===== config.mk =====
export PLATFORM = sky130hd
export DESIGN_NAME = apb_gpio
export DESIGN_NICKNAME = d
export VERILOG_FILES = /design/src/hw/gpio_pkg.sv /design/src/hw/apb_gpio.sv /design/src/hw/apb_gpio_regs.sv /design/src/hw/gpio_pad_ctrl.sv /design/src/hw/gpio_irq_detect.sv /design/src/hw/gpio_input_sync.sv
export SDC_FILE = /design/constraint.sdc
export NUM_CORES = 1
export LEC_CHECK = 0
export ABC_AREA = 0
export BUFFER_PORTS_ARGS = -buffer_cell sky130_fd_sc_hd__buf_2
export CORE_MARGIN = 3
export CORE_UTILIZATION = 55
export CTS_CLUSTER_SIZE = 24
export DETAILED_ROUTE_END_ITERATION = 8
export PLACE_DENSITY = 0.84
export SLEW_MARGIN = 5
export SYNTH_ARGS = -nofsm -noshare
export SYNTH_HDL_FRONTEND = slang
export SYNTH_SLANG_ARGS = --single-unit
export TNS_END_PERCENT = 50

===== constraint.sdc =====
create_clock -name HCLK -period 3.8 [get_ports HCLK]
set_input_delay 0.38 -clock HCLK [delete_from_list [all_inputs] [get_ports HCLK]]
set_output_delay 0.38 -clock HCLK [all_outputs]
set_load 0.02 [all_outputs]

===== src/hw/gpio_pkg.sv =====
`default_nettype none

package gpio_pkg;

  localparam int APB_DATA_W = 32;
  localparam int MAX_GPIO   = 128;  // four banks of 32

  // per-pin commands, pin index in the low data bits
  localparam logic [11:0] REG_SETGPIO = 12'h000;
  localparam logic [11:0] REG_CLRGPIO = 12'h004;
  localparam logic [11:0] REG_TOGGPIO = 12'h008;

  localparam logic [11:0] REG_PIN0 = 12'h010;  // synchronized inputs
  localparam logic [11:0] REG_PIN1 = 12'h014;
  localparam logic [11:0] REG_PIN2 = 12'h018;
  localparam logic [11:0] REG_PIN3 = 12'h01C;

  localparam logic [11:0] REG_OUT0 = 12'h020;  // output value banks
  localparam logic [11:0] REG_OUT1 = 12'h024;
  localparam logic [11:0] REG_OUT2 = 12'h028;
  localparam logic [11:0] REG_OUT3 = 12'h02C;

  localparam logic [11:0] REG_SETSEL = 12'h030;
  localparam logic [11:0] REG_RDSTAT = 12'h034;
  localparam logic [11:0] REG_SETDIR = 12'h038;
  localparam logic [11:0] REG_SETINT = 12'h03C;

  // write data fields
  localparam int FLD_INTEN      = 16;
  localparam int FLD_INTTYPE_LO = 17;  // 19:17
  localparam int FLD_DIR_LO     = 24;  // 25:24

  // status word fields
  localparam int RD_DIR_LO  = 24;
  localparam int RD_TYPE_LO = 16;
  localparam int RD_IN_BIT  = 12;
  localparam int RD_OUT_BIT = 8;

  localparam logic [1:0] DIR_OFF  = 2'b00;
  localparam logic [1:0] DIR_PUSH = 2'b01;
  localparam logic [1:0] DIR_OD   = 2'b10;  // open drain

endpackage

`default_nettype wire

===== src/hw/apb_gpio.sv =====
`timescale 1ns/1ps
`default_nettype none

module apb_gpio #(
  parameter int N_GPIO = 32,
  parameter int ADDR_W = 12
) (
  input  wire logic                            HCLK,
  input  wire logic                            HRESETn,
  input  wire logic [ADDR_W-1:0]               PADDR,
  input  wire logic [gpio_pkg::APB_DATA_W-1:0] PWDATA,
  input  wire logic                            PWRITE,
  input  wire logic                            PSEL,
  input  wire logic                            PENABLE,
  output logic      [gpio_pkg::APB_DATA_W-1:0] PRDATA,
  output logic                                 PREADY,
  output logic                                 PSLVERR,
  input  wire logic [N_GPIO-1:0]               gpio_in,
  output logic      [N_GPIO-1:0]               gpio_in_sync,
  output logic      [N_GPIO-1:0]               gpio_out,
  output logic      [N_GPIO-1:0]               gpio_dir,
  output logic      [N_GPIO-1:0]               interrupt
);

  logic [N_GPIO-1:0]      out_reg;
  logic [N_GPIO-1:0][1:0] dir_mode;
  logic [N_GPIO-1:0][2:0] int_type;
  logic [N_GPIO-1:0]      int_en;
  logic [N_GPIO-1:0]      rise;
  logic [N_GPIO-1:0]      fall;

  apb_gpio_regs #(
    .N_GPIO (N_GPIO),
    .ADDR_W (ADDR_W)
  ) u_regs (
    .HCLK     (HCLK),
    .HRESETn  (HRESETn),
    .PADDR    (PADDR),
    .PWDATA   (PWDATA),
    .PWRITE   (PWRITE),
    .PSEL     (PSEL),
    .PENABLE  (PENABLE),
    .PRDATA   (PRDATA),
    .PREADY   (PREADY),
    .PSLVERR  (PSLVERR),
    .pin_sync (gpio_in_sync),
    .out_reg  (out_reg),
    .dir_mode (dir_mode),
    .int_type (int_type),
    .int_en   (int_en)
  );

  gpio_input_sync #(
    .N_GPIO (N_GPIO)
  ) u_sync (
    .HCLK     (HCLK),
    .HRESETn  (HRESETn),
    .gpio_in  (gpio_in),
    .pin_sync (gpio_in_sync),  // pin register is the exported input
    .rise     (rise),
    .fall     (fall)
  );

  gpio_irq_detect #(
    .N_GPIO (N_GPIO)
  ) u_irq (
    .pin_sync  (gpio_in_sync),
    .rise      (rise),
    .fall      (fall),
    .int_type  (int_type),
    .int_en    (int_en),
    .interrupt (interrupt)
  );

  gpio_pad_ctrl #(
    .N_GPIO (N_GPIO)
  ) u_pad (
    .out_reg  (out_reg),
    .dir_mode (dir_mode),
    .gpio_out (gpio_out),
    .gpio_dir (gpio_dir)
  );

endmodule

`default_nettype wire


===== src/hw/apb_gpio_regs.sv =====
`timescale 1ns/1ps
`default_nettype none

module apb_gpio_regs #(
  parameter int N_GPIO = 32,
  parameter int ADDR_W = 12
) (
  input  wire logic                                HCLK,
  input  wire logic                                HRESETn,
  input  wire logic [ADDR_W-1:0]                   PADDR,
  input  wire logic [gpio_pkg::APB_DATA_W-1:0]     PWDATA,
  input  wire logic                                PWRITE,
  input  wire logic                                PSEL,
  input  wire logic                                PENABLE,
  output logic      [gpio_pkg::APB_DATA_W-1:0]     PRDATA,
  output logic                                     PREADY,
  output logic                                     PSLVERR,
  input  wire logic [N_GPIO-1:0]                   pin_sync,
  output logic      [N_GPIO-1:0]                   out_reg,
  output logic      [N_GPIO-1:0][1:0]              dir_mode,
  output logic      [N_GPIO-1:0][2:0]              int_type,
  output logic      [N_GPIO-1:0]                   int_en
);

  localparam int DW    = gpio_pkg::APB_DATA_W;
  localparam int SEL_W = (N_GPIO > 1) ? $clog2(N_GPIO) : 1;

  logic [11:0]                 addr;
  logic                        wr_en;
  logic                        rd_en;
  logic [1:0]                  bank;     // bank index of PIN/OUT offsets
  logic [SEL_W-1:0]            idx;      // pin index from write data
  logic                        idx_ok;
  logic [SEL_W-1:0]            sel;      // last selected pin
  logic [gpio_pkg::MAX_GPIO-1:0] pin_ext;
  logic [gpio_pkg::MAX_GPIO-1:0] out_ext;
  logic [DW-1:0]               rdata;

  assign addr    = 12'(PADDR);
  assign wr_en   = PSEL & PENABLE & PWRITE;
  assign rd_en   = PSEL & PENABLE & ~PWRITE;
  assign bank    = addr[3:2];
  assign idx     = PWDATA[SEL_W-1:0];
  assign idx_ok  = (int'(idx) < N_GPIO);

  assign PREADY  = 1'b1;  // no wait states
  assign PSLVERR = 1'b0;

  always_ff @(posedge HCLK or negedge HRESETn) begin
    if (!HRESETn) begin
      sel      <= '0;
      out_reg  <= '0;
      dir_mode <= '0;
      int_type <= '0;
      int_en   <= '0;
    end else if (wr_en) begin
      case (addr)
        gpio_pkg::REG_SETSEL: begin
          if (idx_ok) sel <= idx;
        end
        gpio_pkg::REG_SETGPIO: begin
          if (idx_ok) begin
            out_reg[idx] <= 1'b1;
            sel          <= idx;
          end
        end
        gpio_pkg::REG_CLRGPIO: begin
          if (idx_ok) begin
            out_reg[idx] <= 1'b0;
            sel          <= idx;
          end
        end
        gpio_pkg::REG_TOGGPIO: begin
          if (idx_ok) begin
            out_reg[idx] <= ~out_reg[idx];
            sel          <= idx;
          end
        end
        gpio_pkg::REG_SETDIR: begin
          if (idx_ok) begin
            dir_mode[idx] <= PWDATA[gpio_pkg::FLD_DIR_LO +: 2];
            sel           <= idx;
          end
        end
        gpio_pkg::REG_SETINT: begin
          if (idx_ok) begin
            int_type[idx] <= PWDATA[gpio_pkg::FLD_INTTYPE_LO +: 3];
            int_en[idx]   <= PWDATA[gpio_pkg::FLD_INTEN];
            sel           <= idx;
          end
        end
        gpio_pkg::REG_OUT0,
        gpio_pkg::REG_OUT1,
        gpio_pkg::REG_OUT2,
        gpio_pkg::REG_OUT3: begin
          // bits above N_GPIO have no flop and drop out here
          for (int i = 0; i < N_GPIO; i++) begin
            if ((i / DW) == int'(bank)) out_reg[i] <= PWDATA[i % DW];
          end
        end
        default: ;  // unknown offset
      endcase
    end
  end

  // zero-extend to four full banks so every bank read is a plain slice
  always_comb begin
    pin_ext = '0;
    out_ext = '0;
    pin_ext[N_GPIO-1:0] = pin_sync;
    out_ext[N_GPIO-1:0] = out_reg;
  end

  always_comb begin
    rdata = '0;
    case (addr)
      gpio_pkg::REG_PIN0,
      gpio_pkg::REG_PIN1,
      gpio_pkg::REG_PIN2,
      gpio_pkg::REG_PIN3: begin
        rdata = pin_ext[bank*DW +: DW];
      end
      gpio_pkg::REG_OUT0,
      gpio_pkg::REG_OUT1,
      gpio_pkg::REG_OUT2,
      gpio_pkg::REG_OUT3: begin
        rdata = out_ext[bank*DW +: DW];
      end
      gpio_pkg::REG_RDSTAT: begin
        rdata[gpio_pkg::RD_DIR_LO +: 2]  = dir_mode[sel];
        rdata[gpio_pkg::RD_TYPE_LO +: 3] = int_type[sel];
        rdata[gpio_pkg::RD_IN_BIT]       = pin_sync[sel];
        rdata[gpio_pkg::RD_OUT_BIT]      = out_reg[sel];
        rdata[SEL_W-1:0]                 = sel;  // at most 7 bits, below RD_OUT_BIT
      end
      default: rdata = '0;
    endcase
  end

  // read data valid in the access phase itself
  assign PRDATA = rd_en ? rdata : '0;

endmodule

`default_nettype wire


===== src/hw/gpio_pad_ctrl.sv =====
`timescale 1ns/1ps
`default_nettype none

module gpio_pad_ctrl #(
  parameter int N_GPIO = 32
) (
  input  wire logic [N_GPIO-1:0]      out_reg,
  input  wire logic [N_GPIO-1:0][1:0] dir_mode,
  output logic      [N_GPIO-1:0]      gpio_out,
  output logic      [N_GPIO-1:0]      gpio_dir
);

  always_comb begin
    for (int i = 0; i < N_GPIO; i++) begin
      case (dir_mode[i])
        gpio_pkg::DIR_PUSH: begin
          gpio_out[i] = out_reg[i];
          gpio_dir[i] = 1'b1;
        end
        gpio_pkg::DIR_OD: begin
          gpio_out[i] = 1'b0;  // only ever pulls low
          gpio_dir[i] = ~out_reg[i];
        end
        default: begin  // off, and unused code 11
          gpio_out[i] = 1'b0;
          gpio_dir[i] = 1'b0;
        end
      endcase
    end
  end

endmodule

`default_nettype wire


===== src/hw/gpio_irq_detect.sv =====
`timescale 1ns/1ps
`default_nettype none

module gpio_irq_detect #(
  parameter int N_GPIO = 32
) (
  input  wire logic [N_GPIO-1:0]      pin_sync,
  input  wire logic [N_GPIO-1:0]      rise,
  input  wire logic [N_GPIO-1:0]      fall,
  input  wire logic [N_GPIO-1:0][2:0] int_type,
  input  wire logic [N_GPIO-1:0]      int_en,
  output logic      [N_GPIO-1:0]      interrupt
);

  logic [N_GPIO-1:0] is_fall;
  logic [N_GPIO-1:0] is_rise;
  logic [N_GPIO-1:0] is_level;
  logic [N_GPIO-1:0] level_hit;

  always_comb begin
    for (int i = 0; i < N_GPIO; i++) begin
      is_fall[i]  = int_type[i][0] & fall[i];
      is_rise[i]  = int_type[i][1] & rise[i];
      is_level[i] = (int_type[i][1:0] == 2'b00);  // no edge selected
      // bit 2 gives the active level, compared with the pin itself
      level_hit[i] = is_level[i] & ~(pin_sync[i] ^ int_type[i][2]);
    end
  end

  assign interrupt = int_en & (is_fall | is_rise | level_hit);

endmodule

`default_nettype wire


===== src/hw/gpio_input_sync.sv =====
`timescale 1ns/1ps
`default_nettype none

module gpio_input_sync #(
  parameter int N_GPIO = 32
) (
  input  wire logic              HCLK,
  input  wire logic              HRESETn,
  input  wire logic [N_GPIO-1:0] gpio_in,
  output logic      [N_GPIO-1:0] pin_sync,
  output logic      [N_GPIO-1:0] rise,
  output logic      [N_GPIO-1:0] fall
);

  logic [N_GPIO-1:0] meta0;
  logic [N_GPIO-1:0] meta1;
  logic [N_GPIO-1:0] chg;  // second flop differed from pin register

  // synchronizer chain into the pin register
  always_ff @(posedge HCLK or negedge HRESETn) begin
    if (!HRESETn) begin
      meta0    <= '0;
      meta1    <= '0;
      pin_sync <= '0;
    end else begin
      meta0    <= gpio_in;
      meta1    <= meta0;
      pin_sync <= meta1;
    end
  end

  // The comparison is taken when the pin register loads the new value,
  // and qualified with the loaded value one edge later. The flags thus
  // trail gpio_in_sync by exactly one cycle and last one cycle.
  always_ff @(posedge HCLK or negedge HRESETn) begin
    if (!HRESETn) begin
      chg  <= '0;
      rise <= '0;
      fall <= '0;
    end else begin
      chg  <= meta1 ^ pin_sync;
      rise <= chg & pin_sync;   // pin now high
      fall <= chg & ~pin_sync;  // pin now low
    end
  end

endmodule

`default_nettype wire


==> results.cfg, run 1 <==
[routing]
vias = 15800
drt-pass1-iter-count = 7
wl_um = 61300
wl_per_cell_um = 24.1
antenna_left = 0
first_iter_violations = 1713
vias_per_cell = 6.23
drc_errors = 0

[place]
placed_cells = 2435
hpwl_um = 43500
gp_congestion = 0.973
portBuffers = 240
place_ws_ps = 579

[cts]
ctsResizeCount = 0
clock_path_buffers = 3
clkTransAtPathRegs_ps = 70
cts_tree = yes
cts_buffers = 42
holdBufCountCts = 33
insertion_delay_ps = 550
h-tree-depth = 2
cts_setup_buffers = 0
cts.sinks = 421
cts-root-buf = clkbuf_16

[timing]
max_freq_ghz = 0.275
final.period_utilization_pct = 95.6
finalSetupViolations = 0
finalHoldViolations = 0
finalWorstSetupSlack_ps = 167
grt_setup_unrepaired = no
worstMarginPinSlew_ps = 1030
fin_skew_ps = 9.39
setup_tns_ps = 0
slew_violations = 0
slew_headroom_pct = 31.3
fin_crit_ps = 3630

[power]
ir_worst_vdd_uv = 340
p_per_area_nw_per_um2 = 380
leakage_uw = 0.0109

[die]
rows = 70
start_util_pct = 56.3
die_h_um = 200
coreArea_um2 = 36900
dieArea_um2 = 40100
fp.dieW_um = 200
ioPinCount = 243

[global_routing]
grt_pass1_wl_um = 95200
antenna_found_initial = 1
grt_util_met1_pct = 41.5
grt_use_met2_pct = 46.2
grt_usage_pct = 30.4
grt-busiest-layer = met2
grt_overflow = 0
use_met3_pct = 6.78
grt_max_degree = 107
grt_pass1_vias = 16000

[synthesis]
ys.warnings.count = 0
synth_ff_type = dfrtp_1
synth.avg_cell_area_um2 = 11.9
seq_area_frac_synth_pct = 50.7
synth_edf_count = 0
async_flop_share_pct = 100
synth_area_um2 = 20800
syn_inst = 1750
synth.distinct_cells = 59
synth-seq-cells = 421
syn-num-nets = 1895

[worst_setup_path]
required_ps = 3420
cp_num_buf_inv = 2
reg2reg_depth = 5
critical_path.top_delay_family = flip-flops
arrival_ps = 3250
critPathKind = reg -> out
max_stage_delay_ps = 1020
cp-start-kind = register
cp.depth = 7
cp_slowest_cell = dfrtp_1
crit_fanout = 19
path_cells = buf_4 > mux4_2 > nor2b_1 > a211oi_1 > a211o_1 > a21oi_1 > buf_2
crit_path_end_kind = primary output

[worst_hold_path]
hold-path-cell-count = 3
hold_path.class = in -> reg

[run_status]
outcome = finished, final reports clean

[run]
max_cap_viol_count = 0

[final_layout]
reg_top3 = u_regs.int_type (96), u_regs.dir_mode (64)
fin_cells = 2541
top_register = u_regs.int_type
drive_above_1_share_pct = 31.7
syn_to_final_growth_pct = 16.6
n_antenna_cell = 0
finalNetCount = 2153
fillers = 2723
largest_register_ffs = 96
-- kinds of logic (layout without fill, tap and decap cells) --
group,Yosys count,after routing,synth area share (%)
compound gates,273,273,9.11
xor+xnor,67,67,2.83
fa+ha+maj,65,65,3.91
buf+inv,199,486,3.79
flops,421,421,50.7
mux,273,273,18.0
other cells,2,2,0.0362
simple gates,450,450,11.6
-- cell type report --
cell class                 count  area (um^2)  share of cell area [%]
multi-input combinational   1130         9460                    39.1
timing repair buffer         310         1860                    7.67
sequential                   421        10500                    43.5
inverter                     103          387                    1.60
tap                          504          631                    2.61
clock buffer                  66         1270                    5.26
clock inverter                 7         61.3                   0.253
-- routing by layer --
layer  share of wire [%]  up-vias
met5               0.021        -
met4                 5.9        2
met3                  10      236
met2                  45      914
met1                  39     7942
li1                    -     6728
-- final timing paths --
| check | start | endpoint | slack [ps] |
|---|---|---|---|
| min | PWDATA[14] | u_regs.out_reg[14] | 90 |
| max | u_regs.sel[3] | PRDATA[12] | 170 |
| min in group asynchronous | HRESETn | u_regs.dir_mode[43] | 430 |
| max reg2reg | u_regs.out_reg[19] | u_regs.out_reg[8] | 1620 |
| min reg2reg | u_sync.meta0[22] | u_sync.meta1[22] | 340 |
| max in group asynchronous | HRESETn | u_regs.sel[2] | 2290 |
-- layout by cell type (no fill, tap or decap), types with 7 or more instances in the layout --
cell type      Yosys  final
nand2b_1           8      8
a22o_1             8      8
dfrtp_1          421    418
o21ai_0           38     38
a22oi_1           51     51
nor3_1            54     52
a211oi_1           7      7
buf_4              2     34
and2_1            83     83
clkbuf_8           0     11
buf_2             14    239
nand2_1           49     49
dlygate4sd3_1      0     33
nor2_2            30     30
inv_1            103    103
o211ai_1          35     35
a221oi_1          32     32
a21oi_1           58     58
nor2_1           112    112
mux2_2           199    199
clkbuf_1          68     12
ha_1              64     64
mux4_2            60     60
o31ai_1           11     11
xor2_1            66     66
nor2b_1           71     71
clkbuf_16          0     43
o22ai_1            8      8
mux2i_1           14     14
-- cell usage after synthesis, types with 4 or more instances --
master    count  area share (%)
buf_2        14            0.34
and2_1       83             2.5
nor2_2       30            0.90
o31ai_1      11            0.40
mux4_2       60             6.5
a22oi_1      51             1.8
nand3_1       5            0.12
buf_1        10            0.18
o22a_1        4            0.17
mux2i_1      14            0.67
a22o_1        8            0.34
a21oi_1      58             1.4
nor2b_1      71             2.1
or2_2         4            0.12
xor2_1       66             2.8
clkbuf_1     68             1.2
o22ai_1       8            0.24
nand2_1      49            0.89
inv_1       103             1.9
nor3_1       54             1.3
nor2_1      112             2.0
nand4_1       5            0.15
a211oi_1      7            0.25
o32a_1        4            0.19
mux2_2      199              11
o211ai_1     35             1.3
dfrtp_1     421              51
o21ai_0      38            0.92
o41ai_1       5            0.21
nand2b_1      8            0.24
a221oi_1     32             1.3
ha_1         64             3.9
-- worst register-to-register path, stage by stage (launching register included) --
cell,delay (ps)
dfrtp_1,560
mux2i_1,220
o22ai_1,120
a2111oi_2,540
nand2_1,240
o41ai_1,370
-- metrics by stage --
step | area (um^2) | total power, uW | utilization (%) | hold slack [ps]
after CTS | 24200 | 9260 | 65.6 | 76.0
final | 24200 | 9210 | 65.6 | 90.6
after global routing | 24200 | 9530 | 65.6 | 93.6
after floorplan | 20800 | 4980 | - | 84.4
after global placement | 22500 | 5240 | 61.1 | 331
after detailed placement | 22500 | 5260 | 61.1 | 335
-- where the power goes --
| group | internal [uW] | switching [uW] | total, uW |
|---|---|---|---|
| clock | 2300 | 1690 | 3990 |
| sequential | 4620 | 112 | 4730 |
| combinational | 170 | 311 | 481 |
(Power assumes the default switching activity.)
==> inputs of run 2 (changes only) <==
Settings changed: CORE_UTILIZATION 55 to 61, PLACE_DENSITY 0.84 to 0.91.
==> run 2 against run 1 <==
  * Sequential cell count unchanged
  * Cell area increased by 0.63%
  * Core utilization increased by 8.1 points
  * Largest power group unchanged
  * Clock power increased by 14%
  * Register-to-register slack got worse by 220 ps
  * Hold slack improved by 9.1 ps
  * Highest routed layer is now met4
  * Critical path depth decreased by 1
==> results.cfg, run 2 (same netlist as run 1, synthesis figures left out) <==
[final_layout]
top_register = u_regs.int_type
regArea_um2 = 10500
multi_input_area_um2 = 9460
final_common_cell = dfrtp_1
syn_to_final_growth_pct = 17.3
largest_register_ffs = 96
reg_top3 = u_regs.int_type (96), u_regs.dir_mode (64)
drive_above_1_share_pct = 32.2
layout.cells.most_common_list = dfrtp_1, buf_2, mux2_2
finalNetCount = 2154
fillers = 2120
n_antenna_cell = 0

[global_routing]
grt_usage_pct = 36.5
antenna_found_initial = 0
grt_max_degree = 121
grt_overflow = 0
grt_pass1_wl_um = 101000
grt_pass1_vias = 16900

[worst_setup_path]
cp_slowest_cell = dfrtp_4
crit_path_end_kind = primary output
critPathKind = reg -> out
path_cells = buf_4 > mux4_2 > a211oi_1 > a211o_1 > a21oi_1 > buf_2
required_ps = 3420
critical_path.top_delay_family = compound AO/OA/AOI/OAI gates
cp-start-kind = register
max_stage_delay_ps = 640
arrival_ps = 3290
cp_num_buf_inv = 2
crit_fanout = 18

[cts]
cts-root-buf = clkbuf_16
h-tree-depth = 2
cts.sinks = 421
cts_tree = yes
cts_buffers = 43
clkTransAtPathRegs_ps = 60
clock_path_buffers = 3
insertion_delay_ps = 560

[power]
p_per_area_nw_per_um2 = 401
ir_worst_vdd_uv = 411
leakage_uw = 0.0110

[timing]
slew_violations = 0
worstMarginPinSlew_ps = 1210
setup_tns_ps = 0
max_freq_ghz = 0.273
slew_headroom_pct = 19.3
final.period_utilization_pct = 96.5
fin_crit_ps = 3670
finalHoldViolations = 0
fin_skew_ps = 10.0
finalSetupViolations = 0
grt_setup_unrepaired = no
whs_ps = 99.7

[die]
die_h_um = 190
coreArea_um2 = 33000
fp.dieW_um = 190
dieArea_um2 = 36300
ioPinCount = 243
rows = 66
start_util_pct = 62.9

[run_status]
outcome = finished, final reports clean

[routing]
vias_per_cell = 6.54
drc_errors = 0
drt-pass1-iter-count = 6
wl_um = 65800
first_iter_violations = 1862
wl_per_cell_um = 26.5
antenna_left = 0
vias = 16200

[place]
gp_congestion = 1.03
portBuffers = 240
hpwl_um = 45800

[worst_hold_path]
hold_path.class = in -> reg

[run]
max_cap_viol_count = 0
run 2: per-layer routing:
metal / GRT usage, % / wire length [um]
met1: 48.8 / 24600
met2: 57.2 / 30300
met3: 8.75 / 7410
met5: 0 / 0
met4: 17.3 / 3490
run 2: stage by stage:
stage                     setup slack, ps  power (uW)  instance area (um^2)  util, %  instances
after floorplan                       972        4980                 20800        -       1750
after global placement                666        5240                 22500     68.1       2373
after detailed placement              632        5270                 22500     68.1       2373
after CTS                             144        9790                 24400     73.7       2484
after global routing                 91.9       10000                 24400     73.7       2484
final                                 132        9770                 24400     73.7       2484
run 2: layout make-up:
cell class                      instances  area share [%]
Tap cell                              442            2.27
Clock buffer                           59            5.16
Sequential cell                       421            43.3
Multi-Input combinational cell       1130            38.8
Timing Repair Buffer                  310            7.73
Clock inverter                         19            1.14
Inverter                              103            1.59
run 2: timing repair:
| item | in CTS | in global routing |
|---|---|---|
| endpoints found under the setup margin | 0 | 2 |
| buffers inserted | 0 | 0 |
| hold buffers | 33 | 0 |
| resized for setup | 0 | 2 |
| hold endpoints to repair | 144 | 0 |
run 2: where the power goes:
| group | internal (uW) | total [uW] | leakage (uW) | switching, uW |
|---|---|---|---|---|
| clock | 2740 | 4540 | 0.000753 | 1810 |
| sequential | 4620 | 4740 | 0.00551 | 114 |
| combinational | 172 | 494 | 0.00477 | 322 |
| total | 7530 | 9770 | 0.0110 | 2250 |
run 2: final timing paths:
| path | start | end | slack, ps | depth (start not counted) |
|---|---|---|---|---|
| max reg2reg | u_regs.out_reg[19] | u_regs.out_reg[8] | 1400 | 5 |
| max | u_regs.sel[2] | PRDATA[12] | 130 | 6 |
| min in group asynchronous | HRESETn | u_regs.int_type[9] | 500 | 2 |
| min reg2reg | u_sync.meta0[22] | u_sync.meta1[22] | 350 | 0 |
| max in group asynchronous | HRESETn | u_sync.rise[19] | 2130 | 3 |
| min | PWDATA[9] | u_regs.out_reg[9] | 100 | 3 |
run 2: worst reg2reg max path: stages, from the launching register on:
cell and delay (ps):
dfrtp_1 540, mux2i_1 210, o22ai_1 170, a2111oi_2 670, nand2_1 290, o41ai_1 410
